===== src/common/rv_isa_pkg.sv =====
`default_nettype none

package rv_isa_pkg;

    ////////////////////////////////////////
    // Base opcodes, instruction bits 6..0
    ////////////////////////////////////////
    typedef enum logic [6:0] {
        OPC_LUI    = 7'b0110111,
        OPC_AUIPC  = 7'b0010111,
        OPC_JAL    = 7'b1101111,
        OPC_JALR   = 7'b1100111,
        OPC_BRANCH = 7'b1100011,
        OPC_LOAD   = 7'b0000011,
        OPC_STORE  = 7'b0100011,
        OPC_OP_IMM = 7'b0010011,
        OPC_OP     = 7'b0110011
    } rv_opcode_e;

    // Immediate layout selector
    typedef enum logic [2:0] {
        FMT_R = 3'd0,
        FMT_I = 3'd1,
        FMT_S = 3'd2,
        FMT_U = 3'd3,
        FMT_B = 3'd4,
        FMT_J = 3'd5
    } imm_format_e;

    ////////////////////////////////////////
    // funct3 values for OP and OP_IMM
    ////////////////////////////////////////
    localparam logic [2:0] F3_ADD_SUB = 3'b000;
    localparam logic [2:0] F3_SLL     = 3'b001;
    localparam logic [2:0] F3_SLT     = 3'b010;
    localparam logic [2:0] F3_SLTU    = 3'b011;
    localparam logic [2:0] F3_XOR     = 3'b100;
    localparam logic [2:0] F3_SRL_SRA = 3'b101;
    localparam logic [2:0] F3_OR      = 3'b110;
    localparam logic [2:0] F3_AND     = 3'b111;

endpackage

`default_nettype wire


===== src/common/decode_pkg.sv =====
`default_nettype none

package decode_pkg;

    // Operation handed to execute
    typedef enum logic [3:0] {
        ALU_ADD    = 4'd0,
        ALU_SUB    = 4'd1,
        ALU_SLL    = 4'd2,
        ALU_SLT    = 4'd3,
        ALU_SLTU   = 4'd4,
        ALU_XOR    = 4'd5,
        ALU_SRL    = 4'd6,
        ALU_SRA    = 4'd7,
        ALU_OR     = 4'd8,
        ALU_AND    = 4'd9,
        ALU_PASS_B = 4'd10
    } alu_op_e;

    ////////////////////////////////////////
    // Packets between the stages
    ////////////////////////////////////////
    typedef struct packed {
        logic [31:0] pc;
        logic [31:0] instr;
    } fetch_pkt_t;

    typedef struct packed {
        logic        en;
        logic [4:0]  rd;
        logic [31:0] data;
    } wb_pkt_t;

    typedef struct packed {
        logic reg_write;
        logic mem_read;
        logic mem_write;
        logic branch;
        logic jump;
        logic alu_src_imm;
        logic pc_src_a;
        logic illegal;
    } ctrl_t;

    typedef struct packed {
        logic [31:0] pc;
        logic [31:0] imm;
        logic [31:0] rs1_data;
        logic [31:0] rs2_data;
        logic [4:0]  rd;
        logic [2:0]  funct3;
        alu_op_e     alu_op;
        ctrl_t       ctrl;
    } decode_pkt_t;

endpackage

`default_nettype wire


===== src/decode/instr_decoder.sv =====
`timescale 1ns/1ns
`default_nettype none

module instr_decoder (
    input  wire logic [31:0]              instr,
    output rv_isa_pkg::imm_format_e       imm_fmt,
    output decode_pkg::alu_op_e           alu_op,
    output decode_pkg::ctrl_t             ctrl
);

    import rv_isa_pkg::*;
    import decode_pkg::*;

    // Register and immediate arithmetic share the funct3 map
    function automatic alu_op_e alu_from_funct(input logic [2:0] f3, input logic alt);
        alu_op_e op;
        case (f3)
            F3_ADD_SUB: op = alt ? ALU_SUB : ALU_ADD;
            F3_SLL:     op = ALU_SLL;
            F3_SLT:     op = ALU_SLT;
            F3_SLTU:    op = ALU_SLTU;
            F3_XOR:     op = ALU_XOR;
            F3_SRL_SRA: op = alt ? ALU_SRA : ALU_SRL;
            F3_OR:      op = ALU_OR;
            F3_AND:     op = ALU_AND;
            default:    op = ALU_ADD;
        endcase
        return op;
    endfunction

    logic [2:0] funct3;
    logic       bit30;
    logic       imm_alt;

    assign funct3 = instr[14:12];
    assign bit30  = instr[30];

    // Bit 30 only selects SRAI among immediate ops
    assign imm_alt = (funct3 == F3_SRL_SRA) && bit30;

    always_comb
    begin
        imm_fmt = FMT_R;
        alu_op  = ALU_ADD;
        ctrl    = '0;
        case (instr[6:0])
            OPC_LUI:
            begin
                imm_fmt          = FMT_U;
                alu_op           = ALU_PASS_B;
                ctrl.reg_write   = 1'b1;
                ctrl.alu_src_imm = 1'b1;
            end
            OPC_AUIPC:
            begin
                imm_fmt          = FMT_U;
                ctrl.reg_write   = 1'b1;
                ctrl.alu_src_imm = 1'b1;
                ctrl.pc_src_a    = 1'b1;
            end
            OPC_JAL:
            begin
                imm_fmt          = FMT_J;
                ctrl.reg_write   = 1'b1;
                ctrl.jump        = 1'b1;
                ctrl.alu_src_imm = 1'b1;
                ctrl.pc_src_a    = 1'b1;
            end
            OPC_JALR:
            begin
                imm_fmt          = FMT_I;
                ctrl.reg_write   = 1'b1;
                ctrl.jump        = 1'b1;
                ctrl.alu_src_imm = 1'b1;
            end
            OPC_BRANCH:
            begin
                imm_fmt     = FMT_B;
                alu_op      = ALU_SUB;
                ctrl.branch = 1'b1;
            end
            OPC_LOAD:
            begin
                imm_fmt          = FMT_I;
                ctrl.reg_write   = 1'b1;
                ctrl.mem_read    = 1'b1;
                ctrl.alu_src_imm = 1'b1;
            end
            OPC_STORE:
            begin
                imm_fmt          = FMT_S;
                ctrl.mem_write   = 1'b1;
                ctrl.alu_src_imm = 1'b1;
            end
            OPC_OP_IMM:
            begin
                imm_fmt          = FMT_I;
                alu_op           = alu_from_funct(funct3, imm_alt);
                ctrl.reg_write   = 1'b1;
                ctrl.alu_src_imm = 1'b1;
            end
            OPC_OP:
            begin
                alu_op         = alu_from_funct(funct3, bit30);
                ctrl.reg_write = 1'b1;
            end
            default:
            begin
                // Includes CSR, fence and system opcodes
                ctrl.illegal = 1'b1;
            end
        endcase
    end

endmodule

`default_nettype wire


===== src/decode/imm_extender.sv =====
`timescale 1ns/1ns
`default_nettype none

module imm_extender (
    input  wire logic [24:0]              imm_bits,
    input  rv_isa_pkg::imm_format_e       imm_fmt,
    output logic [31:0]                   imm
);

    import rv_isa_pkg::*;

    ////////////////////////////////////////
    // imm_bits[n] carries instruction bit n+7
    ////////////////////////////////////////
    logic sign;

    assign sign = imm_bits[24];

    always_comb
    begin
        case (imm_fmt)
            FMT_I:
            begin
                imm = {{20{sign}}, imm_bits[24:13]};
            end
            FMT_S:
            begin
                imm = {{20{sign}}, imm_bits[24:18], imm_bits[4:0]};
            end
            FMT_U:
            begin
                imm = {imm_bits[24:5], 12'b0};
            end
            FMT_B:
            begin
                // Bit 7 of the instruction lands in imm[11]
                imm = {{19{sign}}, sign, imm_bits[0], imm_bits[23:18],
                       imm_bits[4:1], 1'b0};
            end
            FMT_J:
            begin
                // 19..12, then bit 20, then 30..21
                imm = {{11{sign}}, sign, imm_bits[12:5], imm_bits[13],
                       imm_bits[23:14], 1'b0};
            end
            default:
            begin
                imm = 32'b0;
            end
        endcase
    end

endmodule

`default_nettype wire


===== src/decode/reg_file.sv =====
`timescale 1ns/1ns
`default_nettype none

module reg_file (
    input  wire logic                 clk,
    input  wire logic                 arst_n,
    input  wire logic [4:0]           rs1,
    input  wire logic [4:0]           rs2,
    input  decode_pkg::wb_pkt_t       wb,
    output logic [31:0]               rs1_data,
    output logic [31:0]               rs2_data
);

    import decode_pkg::*;

    // x0 has no storage
    logic [31:0] regs [1:31];

    always_ff @(posedge clk or negedge arst_n)
    begin
        if (!arst_n)
        begin
            for (int i = 1; i < 32; i++)
            begin
                regs[i] <= '0;
            end
        end
        else if (wb.en && (wb.rd != 5'd0))
        begin
            regs[wb.rd] <= wb.data;
        end
    end

    // No bypass, a write shows up after the edge
    assign rs1_data = (rs1 == 5'd0) ? 32'b0 : regs[rs1];
    assign rs2_data = (rs2 == 5'd0) ? 32'b0 : regs[rs2];

endmodule

`default_nettype wire


===== src/source/credit_fifo.sv =====
`timescale 1ns/1ns
`default_nettype none

module credit_fifo #(
    parameter int DEPTH = 4
) (
    input  wire logic                 clk,
    input  wire logic                 arst_n,
    input  wire logic                 push,
    input  decode_pkg::fetch_pkt_t    push_pkt,
    input  wire logic                 pop,
    output decode_pkg::fetch_pkt_t    head_pkt,
    output logic                      not_empty,
    output logic                      credit
);

    import decode_pkg::*;

    localparam int PTR_W = $clog2(DEPTH);
    localparam int CNT_W = $clog2(DEPTH + 1);

    fetch_pkt_t       mem [DEPTH];
    logic [PTR_W-1:0] wr_ptr;
    logic [PTR_W-1:0] rd_ptr;
    logic [CNT_W-1:0] count;
    logic             full;
    logic             do_push;
    logic             do_pop;

    assign full      = (count == CNT_W'(DEPTH));
    assign not_empty = (count != '0);
    assign do_push   = push && !full;
    assign do_pop    = pop && not_empty;
    assign head_pkt  = mem[rd_ptr];

    always_ff @(posedge clk)
    begin
        if (do_push)
        begin
            mem[wr_ptr] <= push_pkt;
        end
    end

    ////////////////////////////////////////
    // Pointers, occupancy and credit pulse
    ////////////////////////////////////////
    always_ff @(posedge clk or negedge arst_n)
    begin
        if (!arst_n)
        begin
            wr_ptr <= '0;
            rd_ptr <= '0;
            count  <= '0;
            credit <= 1'b0;
        end
        else
        begin
            // Depth need not be a power of two
            if (do_push)
            begin
                wr_ptr <= (wr_ptr == PTR_W'(DEPTH - 1)) ? '0 : wr_ptr + 1'b1;
            end
            if (do_pop)
            begin
                rd_ptr <= (rd_ptr == PTR_W'(DEPTH - 1)) ? '0 : rd_ptr + 1'b1;
            end
            case ({do_push, do_pop})
                2'b10:   count <= count + 1'b1;
                2'b01:   count <= count - 1'b1;
                default: count <= count;
            endcase
            credit <= do_pop;
        end
    end

endmodule

`default_nettype wire


===== src/source/decode_stage.sv =====
`timescale 1ns/1ns
`default_nettype none

module decode_stage #(
    parameter int FIFO_DEPTH = 4,
    parameter int EX_CREDITS = 2
) (
    input  wire logic                 clk,
    input  wire logic                 arst_n,
    input  wire logic                 fetch_valid,
    input  decode_pkg::fetch_pkt_t    fetch_pkt,
    input  wire logic                 ex_credit,
    input  decode_pkg::wb_pkt_t       wb,
    output logic                      fetch_credit,
    output logic                      out_valid,
    output decode_pkg::decode_pkt_t   out_pkt
);

    import rv_isa_pkg::*;
    import decode_pkg::*;

    localparam int CRD_W = $clog2(EX_CREDITS + 1);

    fetch_pkt_t       head_pkt;
    logic             not_empty;
    logic             issue;
    logic [CRD_W-1:0] ex_credits;
    imm_format_e      imm_fmt;
    alu_op_e          alu_op;
    ctrl_t            ctrl;
    logic [31:0]      imm;
    logic [31:0]      rs1_data;
    logic [31:0]      rs2_data;
    decode_pkt_t      dec_pkt;

    // Issue needs a packet and a free slot in execute
    assign issue = not_empty && (ex_credits != '0);

    credit_fifo #(
        .DEPTH (FIFO_DEPTH)
    ) u_fifo (
        .clk       (clk),
        .arst_n    (arst_n),
        .push      (fetch_valid),
        .push_pkt  (fetch_pkt),
        .pop       (issue),
        .head_pkt  (head_pkt),
        .not_empty (not_empty),
        .credit    (fetch_credit)
    );

    ////////////////////////////////////////
    // Combinational decode of the head
    ////////////////////////////////////////
    instr_decoder u_dec (
        .instr   (head_pkt.instr),
        .imm_fmt (imm_fmt),
        .alu_op  (alu_op),
        .ctrl    (ctrl)
    );

    imm_extender u_imm (
        .imm_bits (head_pkt.instr[31:7]),
        .imm_fmt  (imm_fmt),
        .imm      (imm)
    );

    reg_file u_rf (
        .clk      (clk),
        .arst_n   (arst_n),
        .rs1      (head_pkt.instr[19:15]),
        .rs2      (head_pkt.instr[24:20]),
        .wb       (wb),
        .rs1_data (rs1_data),
        .rs2_data (rs2_data)
    );

    always_comb
    begin
        dec_pkt.pc       = head_pkt.pc;
        dec_pkt.imm      = imm;
        dec_pkt.rs1_data = rs1_data;
        dec_pkt.rs2_data = rs2_data;
        dec_pkt.rd       = head_pkt.instr[11:7];
        dec_pkt.funct3   = head_pkt.instr[14:12];
        dec_pkt.alu_op   = alu_op;
        dec_pkt.ctrl     = ctrl;
    end

    ////////////////////////////////////////
    // Execute credits and output register
    ////////////////////////////////////////
    always_ff @(posedge clk or negedge arst_n)
    begin
        if (!arst_n)
        begin
            ex_credits <= CRD_W'(EX_CREDITS);
            out_valid  <= 1'b0;
        end
        else
        begin
            // Return and spend together cancel out
            case ({issue, ex_credit})
                2'b10:   ex_credits <= ex_credits - 1'b1;
                2'b01:   ex_credits <= ex_credits + 1'b1;
                default: ex_credits <= ex_credits;
            endcase
            out_valid <= issue;
        end
    end

    always_ff @(posedge clk)
    begin
        if (issue)
        begin
            out_pkt <= dec_pkt;
        end
    end

endmodule

`default_nettype wire


===== config.mk =====
export PLATFORM = sky130hd
export DESIGN_NAME = decode_stage
export DESIGN_NICKNAME = d
export VERILOG_FILES = /design/src/common/rv_isa_pkg.sv /design/src/common/decode_pkg.sv /design/src/decode/instr_decoder.sv /design/src/decode/imm_extender.sv /design/src/decode/reg_file.sv /design/src/source/credit_fifo.sv /design/src/source/decode_stage.sv
export SDC_FILE = /design/constraint.sdc
export NUM_CORES = 2
export LEC_CHECK = 0
export BUFFER_PORTS_ARGS = -buffer_cell sky130_fd_sc_hd__buf_2
export CAP_MARGIN = 15
export CORE_MARGIN = 1.5
export CORE_UTILIZATION = 55
export DETAILED_ROUTE_END_ITERATION = 10
export PLACE_DENSITY = 0.8
export SLEW_MARGIN = 20
export SYNTH_ARGS = -nofsm -noshare
export SYNTH_HDL_FRONTEND = slang
export SYNTH_HIERARCHICAL = 1
export SYNTH_SLANG_ARGS = --single-unit

===== constraint.sdc =====
create_clock -name clk -period 7.55 [get_ports clk]
set_input_delay 0.755 -clock clk [delete_from_list [all_inputs] [get_ports clk]]
set_output_delay 0.755 -clock clk [all_outputs]
set_load 0.02 [all_outputs]

==> reports/metrics.yaml <==
clock_tree:
  root_buffer: "clkbuf_16"
  cts_resized: 0
  cts.sinks: 1407
  cts_tree: "done"
  clk_latency_ns: 0.80
  cts.clk_slew.worst_paths_ns: 0.06
  numCtsBuffers: 148
  clockBufferDepth: 3
  cts_setup_buffers: 0
  cts.htree.levels: 4
  hold_buffers: 0
place:
  dpl-instance-area_mm2: 0.0706
  io_buffers: 255
  dpl.cell_count: 5833
  gp_congestion: 0.832
  hpwlAfterDp_mm: 110
hold_path:
  hold_path.class: "input port to asynchronous set/reset pin"
synth:
  syn-mean-instance-area_um2: 16.0
  synth.distinct_cells: 68
  syn_area_mm2: 0.0683
  synth_edf_count: 404
  netlist_instances: 4276
  synthTopCellsByCount: "mux2_2, dfrtp_1, mux4_2, edfxtp_1, mux2i_1"
  synth_ff_type: "dfrtp_1"
  yosysSeqAreaShare: 0.545
  synth-seq-cells: 1407
  ys_warn_count: 6
  synth_area_leaders: "dfrtp_1, edfxtp_1, mux2_2"
  yosysTopAreaCell: "dfrtp_1"
  yosysTopAreaCellShare: 0.367
  synth_nets: 4390
  async_reset_ff_frac: 0.713
  synth.most_common_cell: "mux2_2"
grt:
  antenna_found_initial: 33
  grt_pass1_wl_mm: 287
  gr-usage-all-layers: 0.307
  grt_max_degree: 181
  overflow: 0
  first_global_vias: 43700
final_layout:
  final_nets: 4460
  drive_gt1_frac: 0.470
  area_growth_pct: 10.8
  multi_input_area_mm2: 0.0291
  final_cell_area_mm2: 0.0757
  final_cells: 6126
  ff_latch_area_mm2: 0.0372
  nFillCells: 8722
setup_path:
  slowest_stage: "mux4_4"
  worstSetupStartpoint: "u_fifo/rd_ptr[0]"
  crit_path_start_kind: "flip-flop"
  required_ns: 8.07
  arrival_ns: 5.16
  crit_family: "multiplexers"
  cp_max_fo: 47
  crit_chain: "mux4_4, buf_4, nand2_2, buf_4, nor2_1, a2111oi_0, nor4_1"
  r2r_end: "out_pkt[79]"
  crit_path_end: "out_pkt[79]"
  critical_path_class: "flip-flop to flip-flop"
  timing.rr.start: "u_fifo/rd_ptr[0]"
  crit_path_end_kind: "flip-flop"
  cp_num_cells: 7
  r2r_setup_slack_ns: 2.91
  path_common_cell: "buf_4"
  path_buf_inv: 2
  r2r_cells: 7
  cpPeakStageDelay_ns: 1.18
sta:
  slew_headroom: 0.239
  fmax_ghz: 0.215
  setup_viol: 0
  worst_pin_slew_ns: 1.14
  hold_violations: 6
  setup_tns_ns: 0
  holdWs_ns: -0.0163
  finClkSkew_ns: 0.0320
  post-route-period-util: 0.615
  rsz0062_at_grt: "no"
  maxSlewViolCount: 0
  fin_crit_ns: 4.64
floorplanning:
  die_h_um: 355
  coreArea_mm2: 0.123
  die_w_um: 355
  fp-row-count: 129
  start_util: 0.553
  die-area_mm2: 0.126
  num_io_pins: 256
power:
  power_density_mw_per_mm2: 429
  peakVddDrop_v: 0.000365
  leakage_nw: 31.3
drt:
  drt-pass1-iter-count: 6
  postRouteWirelength_mm: 193
  route.detailed.drc: 0
  routedWlPerCell_um: 31.5
  drt_iter0_drc: 4956
  drt-vias-per-instance: 6.91
  num_vias: 42300
  ant_nets: 0
outcome:
  status: "finished, violations left"
  violations: "negative hold slack"
flow_run:
  drv_cap: 0
[layer usage]
layer | GRT usage | up-vias | part of all wire
met5 | 0 | - | 0.00080
met4 | 0.139 | 22 | 0.046
met3 | 0.0787 | 548 | 0.10
met2 | 0.471 | 2383 | 0.47
met1 | 0.415 | 22500 | 0.38
li1 | - | 16900 | -
[worst register-to-register path, cell delays in order, from the launching register on]
cell and delay, ns:
dfrtp_4 0.95, mux4_4 1.19, buf_4 0.49, nand2_2 0.69, buf_4 0.37, nor2_1 0.08, a2111oi_0 0.51, nor4_1 0.12
[through the flow]
stage / hold slack [ns] / power [mW] / worst slack [ns] / utilization
2_1_floorplan: 0.458 / 20.9 / 2.38 / -
3_3_place_gp: 0.479 / 24.6 / 3.03 / 0.572
3_5_place_dp: 0.490 / 24.9 / 2.93 / 0.572
4_1_cts: 0.0000846 / 32.4 / 2.90 / 0.612
5_1_grt: 0.0318 / 33.6 / 2.78 / 0.613
6_report: -0.0163 / 32.4 / 2.91 / 0.613
[report_power, final]
group	total (mW)	internal, mW	switching (mW)
clock network	7.43	4.27	3.16
logic	13.8	6.03	7.72
registers	11.3	10.0	1.26
[state kept, by name, summed over array words and instances, names as in the netlist]
name,cells
ex_credits,2
out_pkt,148
out_valid,1
u_fifo/count,3
u_fifo/credit,1
u_fifo/mem,256
u_fifo/rd_ptr,2
u_fifo/wr_ptr,2
u_rf/regs,992
[area by class of cell]
cell class / count / share of cell area
multi-input cells: 2431 / 0.385
clock buffers: 211 / 0.0549
diodes: 19 / 0.000628
repair buffers: 340 / 0.0278
flip-flops and latches: 1407 / 0.492
inverters: 18 / 0.000959
well taps: 1637 / 0.0271
clock inverters: 63 / 0.0113
[cells by family after synthesis]
group,Yosys count,share of synthesized area
buffers and inverters,438,0.0316
AOI/OAI and AO/OA,336,0.0365
adders and majority gates,8,0.00158
muxes,1768,0.358
and+or+nand+nor,310,0.0256
DFF,1407,0.545
xor gates and xnor gates,9,0.00154
[layout by cell type, fill, tap and decap left out, types with 9 or more instances in the layout]
| cell | synthesis | final |
|---|---|---|
| a2111oi_0 | 35 | 35 |
| a211oi_1 | 60 | 60 |
| a21oi_1 | 10 | 9 |
| a221o_1 | 28 | 28 |
| buf_12 | 0 | 14 |
| buf_2 | 175 | 254 |
| buf_4 | 40 | 71 |
| bufinv_16 | 0 | 11 |
| clkbuf_1 | 181 | 42 |
| clkbuf_16 | 0 | 148 |
| clkbuf_8 | 0 | 21 |
| clkinv_2 | 0 | 19 |
| dfrtp_1 | 1002 | 1000 |
| diode_2 | 0 | 19 |
| edfxtp_1 | 404 | 404 |
| inv_1 | 17 | 16 |
| mux2_1 | 11 | 11 |
| mux2_2 | 1033 | 1033 |
| mux2i_1 | 289 | 289 |
| mux4_2 | 435 | 427 |
| nand2_1 | 35 | 21 |
| nand2_2 | 0 | 14 |
| nand2b_1 | 43 | 37 |
| nand3_1 | 37 | 35 |
| nand4_1 | 9 | 9 |
| nor2_1 | 62 | 50 |
| nor2_4 | 0 | 12 |
| nor2b_1 | 43 | 40 |
| nor4_1 | 31 | 31 |
| o211ai_1 | 24 | 24 |
| o22a_1 | 22 | 22 |
| o22ai_1 | 108 | 108 |
[worst min-delay path by stage]
stage	end	cells past startpoint	slack (ns)	startpoint
6_report	u_rf/regs[398]	1	-0.02	arst_n
5_1_grt	u_rf/regs[398]	1	0.03	arst_n
3_5_place_dp	u_fifo/count[0]	1	0.49	u_fifo/count[0]
2_1_floorplan	ex_credits[0]	0	0.46	arst_n
3_3_place_gp	u_fifo/count[2]	1	0.48	u_fifo/count[2]
4_1_cts	u_rf/regs[398]	1	0.00008	arst_n
Note: power is estimated with default switching activity, not from simulation.
